`src/source/sysctrl_consts.svh`:
```
`ifndef SYSCTRL_CONSTS_SVH
`define SYSCTRL_CONSTS_SVH

// upper address bits that select the block.
`define SYSCTRL_BASE_PAGE 24'h2F0000

// clock output enables and destinations.
`define SYSCTRL_OSC_ENA   8'h00
`define SYSCTRL_OSC_OUT   8'h04
`define SYSCTRL_XTAL_OUT  8'h08
`define SYSCTRL_PLL_OUT   8'h0C

// trap flag destination.
`define SYSCTRL_TRAP_OUT  8'h10

// interrupt source selects.
`define SYSCTRL_IRQ7_SRC  8'h14
`define SYSCTRL_IRQ8_SRC  8'h18

// over-temperature enable, level and destination.
`define SYSCTRL_OT_ENA    8'h1C
`define SYSCTRL_OT_DATA   8'h20
`define SYSCTRL_OT_OUT    8'h24

// debug pads.
`define SYSCTRL_NUM_PADS  3

`endif

```
`src/source/sysctrl_bus_pkg.sv`:
```
package sysctrl_bus_pkg;

    // upper 24 bits of the word address pick the page.
    typedef logic [31:0] bus_addr_t;

    typedef logic [31:0] bus_data_t;

    // only byte select bit 0 is used.
    typedef logic [3:0] bus_strb_t;

    // single-cycle acknowledge handshake.
    typedef enum logic {
        IDLE = 1'b0,
        ACK  = 1'b1
    } bus_state_t;

endpackage

```
`src/source/sysctrl_cfg_pkg.sv`:
```
package sysctrl_cfg_pkg;

    // 0 is unrouted, 1 to 3 select pad 0 to pad 2.
    typedef logic [1:0] pad_dest_t;

    // index into the four interrupt candidate lines.
    typedef logic [1:0] irq_src_t;

endpackage

```
`src/source/sysctrl_cfg_if.sv`:
```
`timescale 1ns/1ns

interface sysctrl_cfg_if;
    import sysctrl_cfg_pkg::*;

    logic      rcosc_ena;
    pad_dest_t osc_dest;
    pad_dest_t xtal_dest;
    pad_dest_t pll_dest;
    pad_dest_t trap_dest;
    irq_src_t  irq7_src;
    irq_src_t  irq8_src;
    logic      ot_ena;
    pad_dest_t ot_dest;

    // synchronized and enabled over-temperature level.
    logic      ot_level;

    modport regs (
        output rcosc_ena, osc_dest, xtal_dest, pll_dest, trap_dest,
        output irq7_src, irq8_src, ot_ena, ot_dest,
        input  ot_level
    );

    modport router (
        input  rcosc_ena, osc_dest, xtal_dest, pll_dest, trap_dest,
        input  irq7_src, irq8_src, ot_ena, ot_dest,
        output ot_level
    );

endinterface

```
`src/source/sysctrl_regs.sv`:
```
`timescale 1ns/1ns

`include "sysctrl_consts.svh"

module sysctrl_regs (
    input  logic                        clk,
    input  logic                        resetn,
    input  logic                        cyc_i,
    input  logic                        stb_i,
    input  logic                        we_i,
    input  sysctrl_bus_pkg::bus_strb_t  sel_i,
    input  sysctrl_bus_pkg::bus_addr_t  adr_i,
    input  sysctrl_bus_pkg::bus_data_t  dat_i,
    output sysctrl_bus_pkg::bus_data_t  dat_o,
    output logic                        ack_o,
    sysctrl_cfg_if.regs                 cfg
);
    import sysctrl_bus_pkg::*;

    bus_state_t state_q;
    bus_data_t  rdata_d;
    logic [7:0] offset;
    logic       req;
    logic       accept;
    logic       wr_en;

    assign offset = adr_i[7:0];
    assign req    = cyc_i && stb_i && (adr_i[31:8] == `SYSCTRL_BASE_PAGE);

    // only an idle block takes a new request.
    assign accept = (state_q == IDLE) && req;
    assign wr_en  = accept && we_i && sel_i[0];
    assign ack_o  = (state_q == ACK);

    always_ff @(posedge clk) begin
        if (!resetn) begin
            state_q <= IDLE;
        end else begin
            case (state_q)
                IDLE: begin
                    if (req) begin
                        state_q <= ACK;
                    end
                end
                ACK: begin
                    state_q <= IDLE;
                end
                default: begin
                    state_q <= IDLE;
                end
            endcase
        end
    end

    // zero-extended readback of the addressed field.
    always_comb begin
        rdata_d = '0;
        case (offset)
            `SYSCTRL_OSC_ENA:  rdata_d[0]   = cfg.rcosc_ena;
            `SYSCTRL_OSC_OUT:  rdata_d[1:0] = cfg.osc_dest;
            `SYSCTRL_XTAL_OUT: rdata_d[1:0] = cfg.xtal_dest;
            `SYSCTRL_PLL_OUT:  rdata_d[1:0] = cfg.pll_dest;
            `SYSCTRL_TRAP_OUT: rdata_d[1:0] = cfg.trap_dest;
            `SYSCTRL_IRQ7_SRC: rdata_d[1:0] = cfg.irq7_src;
            `SYSCTRL_IRQ8_SRC: rdata_d[1:0] = cfg.irq8_src;
            `SYSCTRL_OT_ENA:   rdata_d[0]   = cfg.ot_ena;
            `SYSCTRL_OT_DATA:  rdata_d[0]   = cfg.ot_level;
            `SYSCTRL_OT_OUT:   rdata_d[1:0] = cfg.ot_dest;
            default:           rdata_d      = '0;
        endcase
    end

    always_ff @(posedge clk) begin
        if (accept) begin
            dat_o <= rdata_d;
        end
    end

    // OT_DATA and unmapped offsets ignore writes.
    always_ff @(posedge clk) begin
        if (!resetn) begin
            cfg.rcosc_ena <= 1'b0;
            cfg.osc_dest  <= '0;
            cfg.xtal_dest <= '0;
            cfg.pll_dest  <= '0;
            cfg.trap_dest <= '0;
            cfg.irq7_src  <= '0;
            cfg.irq8_src  <= '0;
            cfg.ot_ena    <= 1'b0;
            cfg.ot_dest   <= '0;
        end else if (wr_en) begin
            case (offset)
                `SYSCTRL_OSC_ENA:  cfg.rcosc_ena <= dat_i[0];
                `SYSCTRL_OSC_OUT:  cfg.osc_dest  <= dat_i[1:0];
                `SYSCTRL_XTAL_OUT: cfg.xtal_dest <= dat_i[1:0];
                `SYSCTRL_PLL_OUT:  cfg.pll_dest  <= dat_i[1:0];
                `SYSCTRL_TRAP_OUT: cfg.trap_dest <= dat_i[1:0];
                `SYSCTRL_IRQ7_SRC: cfg.irq7_src  <= dat_i[1:0];
                `SYSCTRL_IRQ8_SRC: cfg.irq8_src  <= dat_i[1:0];
                `SYSCTRL_OT_ENA:   cfg.ot_ena    <= dat_i[0];
                `SYSCTRL_OT_OUT:   cfg.ot_dest   <= dat_i[1:0];
                default: begin
                end
            endcase
        end
    end

endmodule

```
`src/source/sysctrl_router.sv`:
```
`timescale 1ns/1ns

`include "sysctrl_consts.svh"

module sysctrl_router (
    input  logic                         clk,
    input  logic                         resetn,
    input  logic                         rcosc_clk_i,
    input  logic                         xtal_clk_i,
    input  logic                         pll_clk_i,
    input  logic                         trap_i,
    input  logic                         overtemp_i,
    input  logic [3:0]                   irq_line_i,
    output logic [`SYSCTRL_NUM_PADS-1:0] dbg_pad_o,
    output logic                         irq7_o,
    output logic                         irq8_o,
    sysctrl_cfg_if.router                cfg
);
    import sysctrl_cfg_pkg::*;

    logic [`SYSCTRL_NUM_PADS-1:0] osc_mask;
    logic [`SYSCTRL_NUM_PADS-1:0] xtal_mask;
    logic [`SYSCTRL_NUM_PADS-1:0] pll_mask;
    logic [`SYSCTRL_NUM_PADS-1:0] trap_mask;
    logic [`SYSCTRL_NUM_PADS-1:0] ot_mask;
    logic                         rcosc_gated;
    logic                         ot_meta_q;
    logic                         ot_sync_q;

    // one-hot pad mask where code 0 routes nowhere.
    function automatic logic [`SYSCTRL_NUM_PADS-1:0] dest_mask(input pad_dest_t dest);
        logic [`SYSCTRL_NUM_PADS-1:0] mask;
        mask = '0;
        for (int i = 0; i < `SYSCTRL_NUM_PADS; i++) begin
            mask[i] = (dest == pad_dest_t'(i + 1));
        end
        return mask;
    endfunction

    assign osc_mask  = dest_mask(cfg.osc_dest);
    assign xtal_mask = dest_mask(cfg.xtal_dest);
    assign pll_mask  = dest_mask(cfg.pll_dest);
    assign trap_mask = dest_mask(cfg.trap_dest);
    assign ot_mask   = dest_mask(cfg.ot_dest);

    assign rcosc_gated = rcosc_clk_i & cfg.rcosc_ena;

    // plain gating without glitch-free switching.
    assign dbg_pad_o = (osc_mask  & {`SYSCTRL_NUM_PADS{rcosc_gated}})
                     | (xtal_mask & {`SYSCTRL_NUM_PADS{xtal_clk_i}})
                     | (pll_mask  & {`SYSCTRL_NUM_PADS{pll_clk_i}})
                     | (trap_mask & {`SYSCTRL_NUM_PADS{trap_i}})
                     | (ot_mask   & {`SYSCTRL_NUM_PADS{cfg.ot_level}});

    assign irq7_o = irq_line_i[cfg.irq7_src];
    assign irq8_o = irq_line_i[cfg.irq8_src];

    // two-flop synchronizer for the async over-temperature input.
    always_ff @(posedge clk) begin
        if (!resetn) begin
            ot_meta_q <= 1'b0;
            ot_sync_q <= 1'b0;
        end else begin
            ot_meta_q <= overtemp_i;
            ot_sync_q <= ot_meta_q;
        end
    end

    assign cfg.ot_level = ot_sync_q & cfg.ot_ena;

endmodule

```
`src/source/sysctrl_top.sv`:
```
`timescale 1ns/1ns

`include "sysctrl_consts.svh"

module sysctrl_top (
    input  logic                         clk,
    input  logic                         resetn,
    input  logic                         cyc_i,
    input  logic                         stb_i,
    input  logic                         we_i,
    input  sysctrl_bus_pkg::bus_strb_t   sel_i,
    input  sysctrl_bus_pkg::bus_addr_t   adr_i,
    input  sysctrl_bus_pkg::bus_data_t   dat_i,
    output sysctrl_bus_pkg::bus_data_t   dat_o,
    output logic                         ack_o,
    input  logic                         rcosc_clk_i,
    input  logic                         xtal_clk_i,
    input  logic                         pll_clk_i,
    input  logic                         trap_i,
    input  logic [3:0]                   irq_line_i,
    input  logic                         overtemp_i,
    output logic [`SYSCTRL_NUM_PADS-1:0] dbg_pad_o,
    output logic                         irq7_o,
    output logic                         irq8_o,
    output logic                         rcosc_ena_o
);

    sysctrl_cfg_if cfg_bus ();

    sysctrl_regs u_regs (
        .clk    (clk),
        .resetn (resetn),
        .cyc_i  (cyc_i),
        .stb_i  (stb_i),
        .we_i   (we_i),
        .sel_i  (sel_i),
        .adr_i  (adr_i),
        .dat_i  (dat_i),
        .dat_o  (dat_o),
        .ack_o  (ack_o),
        .cfg    (cfg_bus.regs)
    );

    sysctrl_router u_router (
        .clk         (clk),
        .resetn      (resetn),
        .rcosc_clk_i (rcosc_clk_i),
        .xtal_clk_i  (xtal_clk_i),
        .pll_clk_i   (pll_clk_i),
        .trap_i      (trap_i),
        .overtemp_i  (overtemp_i),
        .irq_line_i  (irq_line_i),
        .dbg_pad_o   (dbg_pad_o),
        .irq7_o      (irq7_o),
        .irq8_o      (irq8_o),
        .cfg         (cfg_bus.router)
    );

    // oscillator enable leaves the chip as well.
    assign rcosc_ena_o = cfg_bus.rcosc_ena;

endmodule

```
`config.mk`:
```
export PLATFORM = sky130hd
export DESIGN_NAME = sysctrl_top
export DESIGN_NICKNAME = d
export VERILOG_FILES = /design/src/source/sysctrl_bus_pkg.sv /design/src/source/sysctrl_cfg_pkg.sv /design/src/source/sysctrl_cfg_if.sv /design/src/source/sysctrl_regs.sv /design/src/source/sysctrl_router.sv /design/src/source/sysctrl_top.sv
export VERILOG_INCLUDE_DIRS = /design/src /design/src/source
export SDC_FILE = /design/constraint.sdc
export NUM_CORES = 1
export LEC_CHECK = 0
export BUFFER_PORTS_ARGS = -buffer_cell sky130_fd_sc_hd__buf_2
export CAP_MARGIN = 0
export CELL_PAD_IN_SITES_DETAIL_PLACEMENT = 0
export CELL_PAD_IN_SITES_GLOBAL_PLACEMENT = 1
export CORE_ASPECT_RATIO = 0.8
export CORE_MARGIN = 2
export CORE_UTILIZATION = 27
export CTS_BUF_LIST = sky130_fd_sc_hd__clkbuf_4 sky130_fd_sc_hd__clkbuf_8
export DETAILED_ROUTE_END_ITERATION = 8
export PLACE_DENSITY_LB_ADDON = 0.1
export SKIP_LAST_GASP = 1
export SLEW_MARGIN = 0
export SYNTH_ARGS = -nofsm -noshare
export SYNTH_HDL_FRONTEND = slang
export SYNTH_SLANG_ARGS = --single-unit
```
`constraint.sdc`:
```
create_clock -name clk -period 2 [get_ports clk]
set_clock_uncertainty 0.2 [all_clocks]
set_input_delay 0.1 -clock clk [delete_from_list [all_inputs] [get_ports clk]]
set_output_delay 0.1 -clock clk [all_outputs]
set_load 0.01 [all_outputs]
```
==> metrics.log <==
INFO  metric worst_ep_required_time = 1810 ps
INFO  metric peak_vdd_ir = 0.224 mV
INFO  metric synth.ff_latch_count = 21
INFO  metric post-route-util = 34.9%
INFO  metric chipWidth = 87.7 um
INFO  metric static-leakage-power = 0.843 nW
INFO  metric power.density = 445 mW/mm^2
INFO  metric synth_adder_area_share = 0%
INFO  metric gr-total-overflow = 0
INFO  metric muxShareOfSynthArea = 18.4%
INFO  metric detailedPlacementHpwl = 3200 um
INFO  metric min_delay_path_depth = 3
INFO  metric synth_xor_area_share = 0%
INFO  metric die_h = 70.9 um
INFO  metric critical_setup_path_kind = flip-flop to flip-flop
INFO  metric status = finished clean
INFO  metric syn-mean-instance-area = 8.74 sq um
INFO  metric core_region_area = 0.00544 sq mm
INFO  metric timing.final.hold_violations = 0
INFO  metric yosys-top-cells-count = sky130_fd_sc_hd__buf_4, sky130_fd_sc_hd__nand2_1, sky130_fd_sc_hd__mux2i_1, sky130_fd_sc_hd__dfxtp_1, sky130_fd_sc_hd__nand3_1
INFO  metric dominant_combinational_cell_family_by_area_after_synthesis = simple AND/OR/NAND/NOR gates
INFO  metric timing.reg2reg.worst_path_depth = 3
INFO  metric fmax = 0.556 GHz
INFO  metric post_synth_cell_types = 36
INFO  metric detail_route.vias_per_cell = 4.38
INFO  metric max-clock-path-buffers = 2
INFO  metric ys.flop_type = sky130_fd_sc_hd__dfxtp_1
INFO  metric rsz0062_at_grt = no
INFO  metric setup_viol_count_final = 0
INFO  metric tritoncts = done
INFO  metric report.power.total = 0.845 mW
INFO  metric syn_area = 0.00151 sq mm
INFO  metric sort_of_element_at_the_end_of_the_critical_path = flip-flop
INFO  metric post_cts.repair.setup_buffers = 0
INFO  metric core.rowCount = 24
INFO  metric synthCells = 173
INFO  metric placedCellCount = 313
INFO  metric final-seq-area = 440 sq um
INFO  metric synth.top_cell.area_share = 25.2%
INFO  metric clk_pin_slew = 70 ps
INFO  metric antenna_cells_inserted = 0
INFO  metric gp_congestion = 0.711
INFO  metric vias = 1,394
INFO  metric insertion_delay = 260 ps
INFO  metric remaining_drc_errors = 0
INFO  metric n_fill_cell = 582
INFO  metric fin_crit_sh = 89.9%
INFO  metric synth-async-reset-ratio = 0%
INFO  metric cts_inserted_buffers = 3
INFO  metric worstSetupEndpoint = u_regs.dat_o[0]$_DFFE_PP_
INFO  metric synth-compound-area-share = 6.79%
INFO  metric die_area = 0.00622 sq mm
INFO  metric layout-drive-gt1-share = 33.3%
INFO  metric worstSetupStartpointType = flip-flop
INFO  metric detailedRoute.firstIterationViolations = 67
INFO  metric wl_per_cell = 12.1 um
INFO  metric first_global_vias = 1,286
INFO  metric yosysWarningCount = 0
INFO  metric regToRegSetupSlack = 200 ps
INFO  metric r2r_start = u_regs.cfg.trap_dest[0]$_SDFFE_PN0P_
INFO  metric maximum_number_of_pins_on_one_net_before_global_route_repair = 22
INFO  metric layout.nets = 323
INFO  metric multi_input_comb_area = 923 sq um
INFO  metric totalWireLength = 3860 um
INFO  metric synth-edff-count = 2
INFO  metric worstHoldPathType = primary input to flip-flop
INFO  metric antenna_violations_before_repair = 0
INFO  metric max_cap_violations = 0
INFO  metric timing.critical_path.arrival = 1610 ps
INFO  metric seq_total_area_yosys = 29.1%
INFO  metric design.portCount = 121
INFO  metric critical_path.reg2reg.endpoint = u_regs.dat_o[0]$_DFFE_PP_
INFO  metric initial_utilization = 27.8%
INFO  metric area_delta_synth_final = 25.7%
INFO  metric postRouteAntennaNets = 0
INFO  metric path_max_fanout = 5
INFO  metric ctsRootBufferMaster = sky130_fd_sc_hd__clkbuf_8
INFO  metric portBuffers = 57
INFO  metric non_filler_cells_in_the_finished_layout = 318
INFO  metric cts.sinks = 21
INFO  metric post_synth_main_area_contributors = sky130_fd_sc_hd__dfxtp_1, sky130_fd_sc_hd__buf_4, sky130_fd_sc_hd__mux2i_1
INFO  metric final_period_demand_of_the_worst_path = 1800 ps
INFO  metric grt_use_total = 12.8%
INFO  metric global_route_wire_length_before_repair = 6320 um
INFO  metric worst_setup_path_startpoint = u_regs.cfg.trap_dest[0]$_SDFFE_PN0P_
INFO  metric drt_pre_antenna_iters = 4
INFO  metric cts.htree.levels = 1
INFO  metric synth_simple_gate_area_share = 28.5%
INFO  metric slew_viol_final = 0
INFO  metric synthDominantAreaCellType = sky130_fd_sc_hd__dfxtp_1
INFO  metric setup_tns = 0 ps
through the flow:
step           cell area, sq um  setup slack [ps]  hold WS, ps
6_report                   1900               202         74.9
5_1_grt                    1900               100          102
4_1_cts                    1900               190         71.9
3_5_place_dp               1840             -5.30          115
3_3_place_gp               1840             -8.10          111
2_1_floorplan              1620               182         27.3
layout make-up:
cell class,instances,share of cell area (%)
multi-input cells,143,48.6
flip-flops and latches,21,23.2
repair buffers,69,19.9
well taps,78,5.14
clock buffers,4,2.57
inverters,3,0.593
worst max-delay path, cell delays in order (launching register included):
cell,delay [ps]
sky130_fd_sc_hd__dfxtp_1,360
sky130_fd_sc_hd__mux4_2,480
sky130_fd_sc_hd__a32o_1,230
sky130_fd_sc_hd__a221o_1,290
cells by family after synthesis:
group	Yosys count
AND/OR/NAND/NOR	75
buffers and inverters	38
multiplexers	24
flip-flops	21
AO/OA/AOI/OAI	14
other	1
power by group:
| group | switching (mW) | internal (mW) |
|---|---|---|
| Combinational | 0.0750 | 0.0538 |
| Clock | 0.135 | 0.156 |
| Sequential | 0.00116 | 0.425 |
per-layer routing:
metal	track usage, %	vias to the layer above	part of all wire (%)
li1	-	708	-
met1	18.5	648	49
met2	20.2	38	47
met3	3.27	0	4.4
met4	1.03	0	0
met5	0	-	0
placed cells by master, fill, tap and decap left out, types with 2 or more instances in the layout:
cell type,Yosys,final
sky130_fd_sc_hd__nor2_1,5,5
sky130_fd_sc_hd__buf_4,30,11
sky130_fd_sc_hd__and2_1,3,3
sky130_fd_sc_hd__o22ai_1,2,2
sky130_fd_sc_hd__inv_1,3,3
sky130_fd_sc_hd__mux4_2,3,3
sky130_fd_sc_hd__nand4_1,2,2
sky130_fd_sc_hd__nand3b_1,3,3
sky130_fd_sc_hd__nand4b_1,2,2
sky130_fd_sc_hd__dfxtp_1,19,19
sky130_fd_sc_hd__nand2_1,30,30
sky130_fd_sc_hd__o21ai_0,4,4
sky130_fd_sc_hd__conb_1,1,30
sky130_fd_sc_hd__o32ai_1,2,2
sky130_fd_sc_hd__nor4_1,5,5
sky130_fd_sc_hd__buf_2,1,57
sky130_fd_sc_hd__nand3_1,9,9
sky130_fd_sc_hd__nor4_2,3,3
sky130_fd_sc_hd__a22o_1,2,2
sky130_fd_sc_hd__and3_1,2,2
sky130_fd_sc_hd__mux2i_1,21,21
sky130_fd_sc_hd__edfxtp_1,2,2
sky130_fd_sc_hd__and4_1,2,2
sky130_fd_sc_hd__clkbuf_8,0,3
sky130_fd_sc_hd__nor4b_1,2,2
flip-flops by register name, indices dropped and copies added, names as in the netlist:
name                  count
u_regs.cfg.ot_dest        2
u_regs.cfg.irq7_src       2
u_regs.cfg.trap_dest      2
u_router.ot_sync_q        1
u_regs.cfg.pll_dest       2
u_regs.cfg.irq8_src       2
u_regs.ack_o              1
u_regs.cfg.rcosc_ena      1
u_regs.cfg.osc_dest       2
u_router.ot_meta_q        1
u_regs.dat_o              2
u_regs.cfg.ot_ena         1
u_regs.cfg.xtal_dest      2
what timing repair did:
action                                 4_1_cts  5_1_grt
endpoints found under the hold margin        1        0
hold buffers                                 1        0
gates resized for setup                      0        0
worst min path at each step:
stage                           from                             endpoint  slack (ps)
after floorplan           overtemp_i        u_router.ot_meta_q$_SDFF_PN0_          30
after detailed placement  overtemp_i        u_router.ot_meta_q$_SDFF_PN0_         110
final                         resetn  u_regs.cfg.irq7_src[1]$_SDFFE_PN0P_          70
after global routing          resetn  u_regs.cfg.irq8_src[0]$_SDFFE_PN0P_         100
after CTS                     resetn  u_regs.cfg.irq7_src[1]$_SDFFE_PN0P_          70
after global placement    overtemp_i        u_router.ot_meta_q$_SDFF_PN0_         110
(Power assumes the default switching activity.)
